$ cat src/hw/epath_pkg.sv
// e-path buffer shared definitions
// word and frame layout, FIFO sizes, register map, FSM states

package epath_pkg;

  // --------------------
  // word layout
  // --------------------
  localparam int WORD_W = 18;
  localparam int DATA_W = 16;
  localparam int TYPE_W = WORD_W - DATA_W;

  // message and frame
  localparam int ID_W        = 11;
  localparam int PAYLOAD_W   = 64;
  localparam int FRAME_WORDS = 6;
  // start and end words carry no payload
  localparam int PAY_WORDS   = FRAME_WORDS - 2;

  // --------------------
  // FIFO sizing
  // --------------------
  localparam int FIFO_AW    = 4;
  localparam int FIFO_DEPTH = 1 << FIFO_AW;
  // full frame still fits below full at this level
  localparam logic [FIFO_AW-1:0] AFULL_RESET = 4'd10;

  // type field in the top two bits of every word
  typedef enum logic [TYPE_W-1:0] {
    WT_IDLE = 2'b00,
    WT_SOP  = 2'b01,
    WT_DATA = 2'b10,
    WT_EOP  = 2'b11
  } word_type_e;

  // register map
  localparam int REG_AW = 3;
  typedef enum logic [REG_AW-1:0] {
    REG_CTRL   = 3'd0,
    REG_AFULL  = 3'd1,
    REG_FRAMES = 3'd2,
    REG_ERRORS = 3'd3,
    REG_LEVEL  = 3'd4
  } reg_addr_e;

  // FSM states
  typedef enum logic [2:0] {WR_IDLE, WR_HEADER, WR_PAYLOAD, WR_TRAILER, WR_ACK_WAIT} wr_state_e;
  typedef enum logic [2:0] {RD_HUNT, RD_COLLECT, RD_CHECK, RD_OFFER, RD_RELEASE} rd_state_e;

endpackage

$ cat src/hw/epath_fifo.sv
// single-clock 18-bit word FIFO
// full, empty, threshold almost-full and fill level

`timescale 1ns/10ps

module epath_fifo (
  input  logic                          c_clk,
  input  logic                          c_rst,
  input  logic                          wr_en,
  input  logic [epath_pkg::WORD_W-1:0]  wr_word,
  input  logic                          rd_en,
  input  logic [epath_pkg::FIFO_AW-1:0] afull_thresh,
  output logic [epath_pkg::WORD_W-1:0]  rd_word,
  output logic                          empty,
  output logic                          almost_full,
  output logic [epath_pkg::FIFO_AW-1:0] level
);
  import epath_pkg::*;

  // storage
  logic [WORD_W-1:0]  mem [FIFO_DEPTH];

  // pointers
  logic [FIFO_AW-1:0] w_ptr;
  logic [FIFO_AW-1:0] r_ptr;

  // accepted operations
  logic               full;
  logic               wr_ok;
  logic               rd_ok;

  // --------------------
  // status flags
  // --------------------
  // level from pointer difference, wraps mod depth
  assign level = w_ptr - r_ptr;

  // one slot always kept free
  assign full  = (level == FIFO_AW'(FIFO_DEPTH - 1));
  assign empty = (level == '0);

  // threshold compare, usable as a space check
  assign almost_full = (level >= afull_thresh);

  // pointer advance only on accepted ops
  assign wr_ok = wr_en && !full;
  assign rd_ok = rd_en && !empty;

  // --------------------
  // memory write
  // --------------------
  always_ff @(posedge c_clk)
  begin
    if (wr_ok)
      mem[w_ptr] <= wr_word;
  end

  // --------------------
  // pointers
  // --------------------
  always_ff @(posedge c_clk or posedge c_rst)
  begin
    if (c_rst)
    begin
      w_ptr <= '0;
      r_ptr <= '0;
    end
    else
    begin
      if (wr_ok)
        w_ptr <= w_ptr + 1'b1;
      if (rd_ok)
        r_ptr <= r_ptr + 1'b1;
    end
  end

  // registered read port
  // word valid one cycle after rd_en, zero otherwise
  always_ff @(posedge c_clk or posedge c_rst)
  begin
    if (c_rst)
      rd_word <= '0;
    else if (rd_ok)
      rd_word <= mem[r_ptr];
    else
      rd_word <= '0;
  end

endmodule

$ cat src/hw/epath_frame_writer.sv
// frame writer for the e-path buffer
// four-phase message intake, six-word frame out with checksum

`timescale 1ns/10ps

module epath_frame_writer (
  input  logic                            c_clk,
  input  logic                            c_rst,
  input  logic                            wr_enable,
  input  logic                            msg_req,
  input  logic [epath_pkg::ID_W-1:0]      msg_id,
  input  logic [epath_pkg::PAYLOAD_W-1:0] msg_data,
  input  logic                            almost_full,
  output logic                            msg_ack,
  output logic                            wr_en,
  output logic [epath_pkg::WORD_W-1:0]    wr_word
);
  import epath_pkg::*;

  wr_state_e                      state;
  logic [$clog2(PAY_WORDS)-1:0]   word_cnt;

  // message copy, payload shifts out msw first
  logic [ID_W-1:0]                id_q;
  logic [PAYLOAD_W-1:0]           pay_q;
  logic [DATA_W-1:0]              csum;

  logic                           start;

  // space check once per frame, full never looked at
  assign start = msg_req && wr_enable && !almost_full;

  // --------------------
  // control FSM
  // --------------------
  always_ff @(posedge c_clk or posedge c_rst)
  begin
    if (c_rst)
    begin
      state    <= WR_IDLE;
      word_cnt <= '0;
    end
    else
    begin
      case (state)
        WR_IDLE:
          if (start)
            state <= WR_HEADER;
        WR_HEADER:
        begin
          word_cnt <= '0;
          state    <= WR_PAYLOAD;
        end
        WR_PAYLOAD:
        begin
          word_cnt <= word_cnt + 1'b1;
          if (word_cnt == PAY_WORDS - 1)
            state <= WR_TRAILER;
        end
        WR_TRAILER:
          state <= WR_ACK_WAIT;
        // hold ack until source drops req
        WR_ACK_WAIT:
          if (!msg_req)
            state <= WR_IDLE;
        default:
          state <= WR_IDLE;
      endcase
    end
  end

  // --------------------
  // message latch and checksum
  // --------------------
  always_ff @(posedge c_clk)
  begin
    case (state)
      WR_IDLE:
        if (start)
        begin
          id_q  <= msg_id;
          pay_q <= msg_data;
        end
      WR_HEADER:
        csum <= '0;
      // sum of payload words mod 2^16
      WR_PAYLOAD:
      begin
        csum  <= csum + pay_q[PAYLOAD_W-1 -: DATA_W];
        pay_q <= pay_q << DATA_W;
      end
      default:
        ;
    endcase
  end

  // word mux, one word per active state cycle
  always_comb
  begin
    wr_en   = 1'b0;
    wr_word = {WT_IDLE, {DATA_W{1'b0}}};
    case (state)
      WR_HEADER:
      begin
        wr_en   = 1'b1;
        wr_word = {WT_SOP, {(DATA_W - ID_W){1'b0}}, id_q};
      end
      WR_PAYLOAD:
      begin
        wr_en   = 1'b1;
        wr_word = {WT_DATA, pay_q[PAYLOAD_W-1 -: DATA_W]};
      end
      WR_TRAILER:
      begin
        wr_en   = 1'b1;
        wr_word = {WT_EOP, csum};
      end
      default:
        ;
    endcase
  end

  assign msg_ack = (state == WR_ACK_WAIT);

endmodule

$ cat src/hw/epath_frame_reader.sv
// frame reader for the e-path buffer
// word pop, framing and checksum check, four-phase message offer

`timescale 1ns/10ps

module epath_frame_reader (
  input  logic                            c_clk,
  input  logic                            c_rst,
  input  logic                            rd_enable,
  input  logic [epath_pkg::WORD_W-1:0]    rd_word,
  input  logic                            empty,
  input  logic                            out_ack,
  output logic                            rd_en,
  output logic                            out_req,
  output logic [epath_pkg::ID_W-1:0]      out_id,
  output logic [epath_pkg::PAYLOAD_W-1:0] out_data,
  output logic                            frame_ok,
  output logic                            frame_bad
);
  import epath_pkg::*;

  rd_state_e                      state;
  // read issued last cycle, word valid now
  logic                           rd_pend;
  // payload words taken so far
  logic [$clog2(PAY_WORDS+1)-1:0] idx;
  logic [DATA_W-1:0]              csum;
  logic [DATA_W-1:0]              rx_csum;

  // word decode
  word_type_e                     w_type;
  logic [DATA_W-1:0]              w_data;
  logic                           collecting;
  logic                           start_frame;
  logic                           take_data;
  logic                           take_eop;
  logic                           bad_word;

  assign w_type = word_type_e'(rd_word[WORD_W-1 -: TYPE_W]);
  assign w_data = rd_word[DATA_W-1:0];

  // one read in flight at a time, none while a message is held
  assign collecting = (state == RD_HUNT) || (state == RD_COLLECT);
  assign rd_en      = rd_enable && !empty && !rd_pend && collecting;

  // --------------------
  // word classification
  // --------------------
  // sop restarts collection in hunt or mid-frame
  assign start_frame = rd_pend && collecting && (w_type == WT_SOP);
  assign take_data   = rd_pend && (state == RD_COLLECT) && (w_type == WT_DATA) &&
                       (idx < PAY_WORDS);
  assign take_eop    = rd_pend && (state == RD_COLLECT) && (w_type == WT_EOP) &&
                       (idx == PAY_WORDS);
  // anything else mid-frame is a framing error, sop included
  assign bad_word    = rd_pend && (state == RD_COLLECT) && !take_data && !take_eop;

  always_ff @(posedge c_clk or posedge c_rst)
  begin
    if (c_rst)
    begin
      state     <= RD_HUNT;
      rd_pend   <= 1'b0;
      idx       <= '0;
      frame_ok  <= 1'b0;
      frame_bad <= 1'b0;
    end
    else
    begin
      rd_pend   <= rd_en;
      frame_ok  <= 1'b0;
      frame_bad <= bad_word;
      if (start_frame)
        idx <= '0;
      else if (take_data)
        idx <= idx + 1'b1;
      case (state)
        // stray non-sop words dropped quietly
        RD_HUNT:
          if (start_frame)
            state <= RD_COLLECT;
        RD_COLLECT:
          if (take_eop)
            state <= RD_CHECK;
          else if (bad_word && !start_frame)
            state <= RD_HUNT;
        RD_CHECK:
          if (csum == rx_csum)
            state <= RD_OFFER;
          else
          begin
            frame_bad <= 1'b1;
            state     <= RD_HUNT;
          end
        // frame counted once the sink takes it
        RD_OFFER:
          if (out_ack)
          begin
            frame_ok <= 1'b1;
            state    <= RD_RELEASE;
          end
        RD_RELEASE:
          if (!out_ack)
            state <= RD_HUNT;
        default:
          state <= RD_HUNT;
      endcase
    end
  end

  // message buffer, msw arrives first
  always_ff @(posedge c_clk)
  begin
    if (start_frame)
    begin
      out_id <= w_data[ID_W-1:0];
      csum   <= '0;
    end
    if (take_data)
    begin
      out_data <= {out_data[PAYLOAD_W-DATA_W-1:0], w_data};
      csum     <= csum + w_data;
    end
    if (take_eop)
      rx_csum <= w_data;
  end

  assign out_req = (state == RD_OFFER);

endmodule

$ cat src/hw/epath_regs.sv
// register block for the e-path buffer
// enables, almost-full threshold, frame and error counters, level

`timescale 1ns/10ps

module epath_regs (
  input  logic                          c_clk,
  input  logic                          c_rst,
  input  logic [epath_pkg::REG_AW-1:0]  reg_addr,
  input  logic [epath_pkg::DATA_W-1:0]  reg_wdata,
  input  logic                          reg_we,
  input  logic                          frame_ok,
  input  logic                          frame_bad,
  input  logic [epath_pkg::FIFO_AW-1:0] level,
  output logic [epath_pkg::DATA_W-1:0]  reg_rdata,
  output logic                          wr_enable,
  output logic                          rd_enable,
  output logic [epath_pkg::FIFO_AW-1:0] afull_thresh
);
  import epath_pkg::*;

  reg_addr_e         addr;
  logic [DATA_W-1:0] frames_cnt;
  logic [DATA_W-1:0] errors_cnt;

  assign addr = reg_addr_e'(reg_addr);

  // --------------------
  // writes and counters
  // --------------------
  always_ff @(posedge c_clk or posedge c_rst)
  begin
    if (c_rst)
    begin
      wr_enable    <= 1'b0;
      rd_enable    <= 1'b0;
      afull_thresh <= AFULL_RESET;
      frames_cnt   <= '0;
      errors_cnt   <= '0;
    end
    else
    begin
      // ctrl bit 0 writer, bit 1 reader
      if (reg_we && (addr == REG_CTRL))
      begin
        wr_enable <= reg_wdata[0];
        rd_enable <= reg_wdata[1];
      end
      if (reg_we && (addr == REG_AFULL))
        afull_thresh <= reg_wdata[FIFO_AW-1:0];
      // counters saturate at all ones
      if (frame_ok && (frames_cnt != '1))
        frames_cnt <= frames_cnt + 1'b1;
      // any write clears, wins over a pulse
      if (reg_we && (addr == REG_ERRORS))
        errors_cnt <= '0;
      else if (frame_bad && (errors_cnt != '1))
        errors_cnt <= errors_cnt + 1'b1;
    end
  end

  // combinational readback
  always_comb
  begin
    case (addr)
      REG_CTRL:   reg_rdata = {{(DATA_W - 2){1'b0}}, rd_enable, wr_enable};
      REG_AFULL:  reg_rdata = DATA_W'(afull_thresh);
      REG_FRAMES: reg_rdata = frames_cnt;
      REG_ERRORS: reg_rdata = errors_cnt;
      // level is read only
      REG_LEVEL:  reg_rdata = DATA_W'(level);
      default:    reg_rdata = '0;
    endcase
  end

endmodule

$ cat src/hw/epath_top.sv
// e-path message buffer top level
// writer, FIFO, reader and register block

`timescale 1ns/10ps

module epath_top (
  input  logic                            c_clk,
  input  logic                            c_rst,
  // source side
  input  logic                            msg_req,
  input  logic [epath_pkg::ID_W-1:0]      msg_id,
  input  logic [epath_pkg::PAYLOAD_W-1:0] msg_data,
  output logic                            msg_ack,
  // sink side
  output logic                            out_req,
  output logic [epath_pkg::ID_W-1:0]      out_id,
  output logic [epath_pkg::PAYLOAD_W-1:0] out_data,
  input  logic                            out_ack,
  // register port
  input  logic [epath_pkg::REG_AW-1:0]    reg_addr,
  input  logic [epath_pkg::DATA_W-1:0]    reg_wdata,
  input  logic                            reg_we,
  output logic [epath_pkg::DATA_W-1:0]    reg_rdata
);
  import epath_pkg::*;

  // --------------------
  // internal nets
  // --------------------
  logic               wr_enable;
  logic               rd_enable;
  logic [FIFO_AW-1:0] afull_thresh;
  logic               wr_en;
  logic [WORD_W-1:0]  wr_word;
  logic               rd_en;
  logic [WORD_W-1:0]  rd_word;
  logic               empty;
  logic               almost_full;
  logic [FIFO_AW-1:0] level;
  logic               frame_ok;
  logic               frame_bad;

  epath_regs i_regs (
    .c_clk(c_clk), .c_rst(c_rst),
    .reg_addr(reg_addr), .reg_wdata(reg_wdata), .reg_we(reg_we),
    .frame_ok(frame_ok), .frame_bad(frame_bad), .level(level),
    .reg_rdata(reg_rdata), .wr_enable(wr_enable), .rd_enable(rd_enable),
    .afull_thresh(afull_thresh)
  );

  epath_frame_writer i_writer (
    .c_clk(c_clk), .c_rst(c_rst), .wr_enable(wr_enable),
    .msg_req(msg_req), .msg_id(msg_id), .msg_data(msg_data),
    .almost_full(almost_full),
    .msg_ack(msg_ack), .wr_en(wr_en), .wr_word(wr_word)
  );

  epath_fifo i_fifo (
    .c_clk(c_clk), .c_rst(c_rst),
    .wr_en(wr_en), .wr_word(wr_word), .rd_en(rd_en), .afull_thresh(afull_thresh),
    .rd_word(rd_word), .empty(empty), .almost_full(almost_full), .level(level)
  );

  epath_frame_reader i_reader (
    .c_clk(c_clk), .c_rst(c_rst), .rd_enable(rd_enable),
    .rd_word(rd_word), .empty(empty), .out_ack(out_ack),
    .rd_en(rd_en), .out_req(out_req), .out_id(out_id), .out_data(out_data),
    .frame_ok(frame_ok), .frame_bad(frame_bad)
  );

endmodule

$ cat config.mk
export PLATFORM = sky130hd
export DESIGN_NAME = epath_top
export DESIGN_NICKNAME = d
export VERILOG_FILES = /design/src/hw/epath_pkg.sv /design/src/hw/epath_fifo.sv /design/src/hw/epath_frame_writer.sv /design/src/hw/epath_frame_reader.sv /design/src/hw/epath_regs.sv /design/src/hw/epath_top.sv
export SDC_FILE = /design/constraint.sdc
export NUM_CORES = 1
export LEC_CHECK = 0
export BUFFER_PORTS_ARGS = -buffer_cell sky130_fd_sc_hd__clkbuf_2
export CAP_MARGIN = 15
export CORE_MARGIN = 2
export CORE_UTILIZATION = 45
export CTS_CLUSTER_DIAMETER = 200
export DETAILED_ROUTE_END_ITERATION = 6
export HOLD_SLACK_MARGIN = 0.12
export PLACE_DENSITY = 0.64
export SYNTH_ARGS = -nofsm -noshare
export SYNTH_HDL_FRONTEND = slang
export SYNTH_SLANG_ARGS = --single-unit
$ cat constraint.sdc
create_clock -name c_clk -period 11.2 [get_ports c_clk]
set_input_delay 0.56 -clock c_clk [delete_from_list [all_inputs] [get_ports c_clk]]
set_output_delay 0.56 -clock c_clk [all_outputs]
set_load 0.02 [all_outputs]
==> results.tsv <==
stage	metric	value	unit
final_layout	stdcell_area	27700	sq um
place	gp_congestion	0.818	
final_layout	drive_gt1_share	22.9	%
global_route	grt_pass1_vias	13600	
run	drv_cap	0	
pwr	p_int	5070	uW
yosys	ys_async_sr_fraction	13.8	%
clock_tree	tritoncts	built	
timing	fin_crit_sh	40.1	%
yosys	synthTopCellsByArea	edfxtp_1 61%, dfrtp_1 8.0%, mux4_2 6.5%, nand2_1 2.9%, ha_1 2.5%	
route	wl_per_cell	19.5	microns
clock_tree	cts-resized-gates	0	
yosys	synth_top_area_share	61.4	%
setup_path	endpoint_kind	flip-flop	
global_route	grt_first_pass_wirelength	75700	microns
route	first_pass_iters	5	
min_path	hp-class	in -> reg	
floorplanning	dieHeight	234	microns
yosys	yosysMostFrequentCell	edfxtp_1	
pwr	pwr-share-clk	27.5	%
final_layout	num-nets-final	1906	
clock_tree	h-tree-depth	2	
clock_tree	clkSlewWorstSetupHoldPaths	0.06	ns
pwr	power_frac_comb	30.8	%
clock_tree	clk_latency	0.62	ns
timing	fin_ws	6.71	ns
place	placed_area	25500	sq um
clock_tree	cts.sinks	564	
clock_tree	hold_buffers	13	
yosys	synth_edf_count	486	
route	ant_nets	0	
global_route	grt-ovfl-total	0	
pwr	power_density	269	nW/um^2
setup_path	r2r-start	i_fifo.r_ptr[1]	
route	vias_per_cell	5.36	
setup_path	r2r_end	i_writer.pay_q[62]	
yosys	ys_seq_elements	564	
floorplanning	core_area	52300	sq um
yosys	synth-seq-area-share	69.6	%
setup_path	worstPathCellList	buf_4 > inv_2 > ha_1 > nor2b_1 > o21ai_1 > nand2_1 > xnor3_1 > ha_1 > a211oi_1 > nor2_1 > nor3_2 > buf_4	
setup_path	cp_slowest_cell	buf_4	
global_route	track_usage	18.0	%
place	place_ws	6.74	ns
timing	tightest_slew	1.22	ns
route	wirelength	48600	microns
floorplanning	initial_core_util	45.4	%
timing	fin_tns_setup	0	ns
pwr	p_sw	2380	uW
yosys	ys.warnings.count	0	
setup_path	path_buf_inv	3	
setup_path	worst_r2r_path_depth	12	
route	dr.first_iter.drc_count	1029	
min_path	min_to	i_regs.afull_thresh[1]	
setup_path	worstPathArrival	4.72	ns
setup_path	path_class	reg -> reg	
floorplanning	dieArea	54700	sq um
route	dr_total_vias	13400	
clock_tree	clockRootBuffer	clkbuf_16	
yosys	syn_nets	1684	
setup_path	max_stage_delay	0.68	ns
clock_tree	cts_made_buffers	58	
place	numPlacedInstances	2368	
yosys	syn-instance-count	1535	
floorplanning	fp-row-count	84	
place	place_hpwl	30400	microns
timing	finalSetupViolations	0	
setup_path	r2r_setup_slack	6.71	ns
min_path	holdCritStartpoint	reg_wdata[1]	
timing	fmax	223	MHz
setup_path	startpoint_type	flip-flop	
yosys	synthDistinctLibCells	69	
route	drt_drc_violations_left	0	
clock_tree	cts_buffer_depth	3	
setup_path	crit_fanout	64	
yosys	avgSynthCellArea	15.5	sq um
floorplanning	die_w	234	microns
pwr	switching_share	32.0	%
pwr	cellLeakagePower	0.0105	uW
yosys	synth_common_cells	486 x edfxtp_1, 185 x nand2_1, 102 x nor2_1, 76 x dfrtp_1, 69 x mux4_2	
timing	rsz0062_at_grt	false	
place	port-buffer-count	179	
pwr	p_seq_share	41.7	%
yosys	yosys.area.top_type	edfxtp_1	
clock_tree	post_cts_buffers	0	
yosys	synth_ff_type	edfxtp_1	
final_layout	synthToLayoutAreaGrowth	16.6	%
timing	drv_slew	0	
setup_path	path_delay_family	buffers and inverters	
pwr	max-vdd-ir-drop	0.149	mV
setup_path	crit_required	11.43	ns
final_layout	diodes	0	
min_path	holdPathStages	3	
timing	max-slew-margin-rel	18.2	%
final_layout	layoutNonFillerInstCount	2495	
timing	fin_crit	4.49	ns
timing	fin_skew	0.0146	ns
run_status	status	complete, no violations	
yosys	synth_area	23800	sq um
global_route	antenna_found_initial	0	
floorplanning	io_pins	192	
global_route	grt_max_degree	81	
timing	final_hold_viol_count	0	
[cells in the final DEF, fill, tap and decap left out, types with 16 or more instances in the layout]
cell type / n
nor2b_1: 23
inv_1: 35
clkbuf_16: 59
clkbuf_2: 179
ha_1: 47
buf_4: 28
a21oi_1: 35
o21ai_0: 20
and2_1: 31
nand3_1: 27
edfxtp_1: 486
nor2_1: 101
xnor2_1: 48
a22oi_1: 17
xor2_1: 23
mux2i_1: 50
mux2_2: 16
nand2_1: 185
mux4_2: 69
dfrtp_1: 74
[registers in the layout, summed over array words and instances, names as in the netlist, 2 cells and up]
signal               flops
i_fifo.mem             288
i_fifo.r_ptr             4
i_fifo.rd_word          18
i_fifo.w_ptr             4
i_reader.csum           16
i_reader.idx             3
i_reader.out_data       64
i_reader.out_id         11
i_reader.rx_csum        16
i_reader.state           3
i_regs.afull_thresh      4
i_regs.errors_cnt       16
i_regs.frames_cnt       16
i_writer.csum           16
i_writer.id_q           11
i_writer.pay_q          64
i_writer.state           3
i_writer.word_cnt        2
[metal layers]
metal  track usage, %  share of wire [%]  routed length, microns  vias up
li1                 -                  -                       -     6241
met1             22.7                 42                   20200     6665
met2             31.1                 50                   24500      380
met3             3.84                5.5                    2690       97
met4             5.74                2.6                    1280        0
met5                0                  0                       0        -
[through the flow]
step / total power (uW) / hold WS, ns / utilization (%)
2_1_floorplan: 4830 / 0.449 / -
3_3_place_gp: 5370 / 0.430 / 48.7
3_5_place_dp: 5450 / 0.432 / 48.7
4_1_cts: 7520 / 0.153 / 52.8
5_1_grt: 7870 / 0.168 / 52.9
6_report: 7450 / 0.185 / 52.9
[cell type report]
class,count,area (sq um)
clock inverter,40,509
sequential,564,16600
fill,4285,24600
inverter,40,151
clock buffer,70,1540
timing repair buffer,222,1270
multi-input combinational,871,6830
tap,688,861
[tightest hold or removal path, delay by kind of cell]
kind	cells	cell delay [ns]
compound gates	1	0.07
buf+inv	1	0.10
simple gates	1	0.05
[how the worst max path moves through the flow]
stage / end / slack, ns / startpoint / depth (start not counted)
6_report: i_writer.pay_q[62] / 6.71 / i_fifo.r_ptr[1] / 12
5_1_grt: i_writer.pay_q[62] / 6.41 / i_fifo.r_ptr[1] / 12
4_1_cts: i_writer.pay_q[46] / 6.67 / i_fifo.r_ptr[1] / 12
3_5_place_dp: i_writer.pay_q[27] / 6.74 / i_fifo.r_ptr[1] / 12
3_3_place_gp: i_writer.pay_q[11] / 6.74 / i_fifo.r_ptr[1] / 12
2_1_floorplan: i_writer.pay_q[0] / 4.10 / i_fifo.r_ptr[2] / 10
[cell families (layout without fill, tap and decap cells)]
kind of cell	count (synthesis)	count (layout)	synth area share [%]
DFF	564	564	69.6
xor gates and xnor gates	74	74	2.85
and+or+nand+nor	448	448	9.00
muxes	138	138	9.55
buffers and inverters	100	372	1.70
adders and majority gates	50	50	2.73
AOI/OAI and AO/OA	161	161	4.54
[power groups by stage]
stage                     Combinational [uW]  Clock (uW)  Sequential [uW]
after floorplan                         1720           0             3110
after global placement                  2240           0             3130
after detailed placement                2300           0             3150
after CTS                               2310        2100             3110
after global routing                    2550        2180             3140
final                                   2300        2050             3110
(Power assumes the default switching activity.)
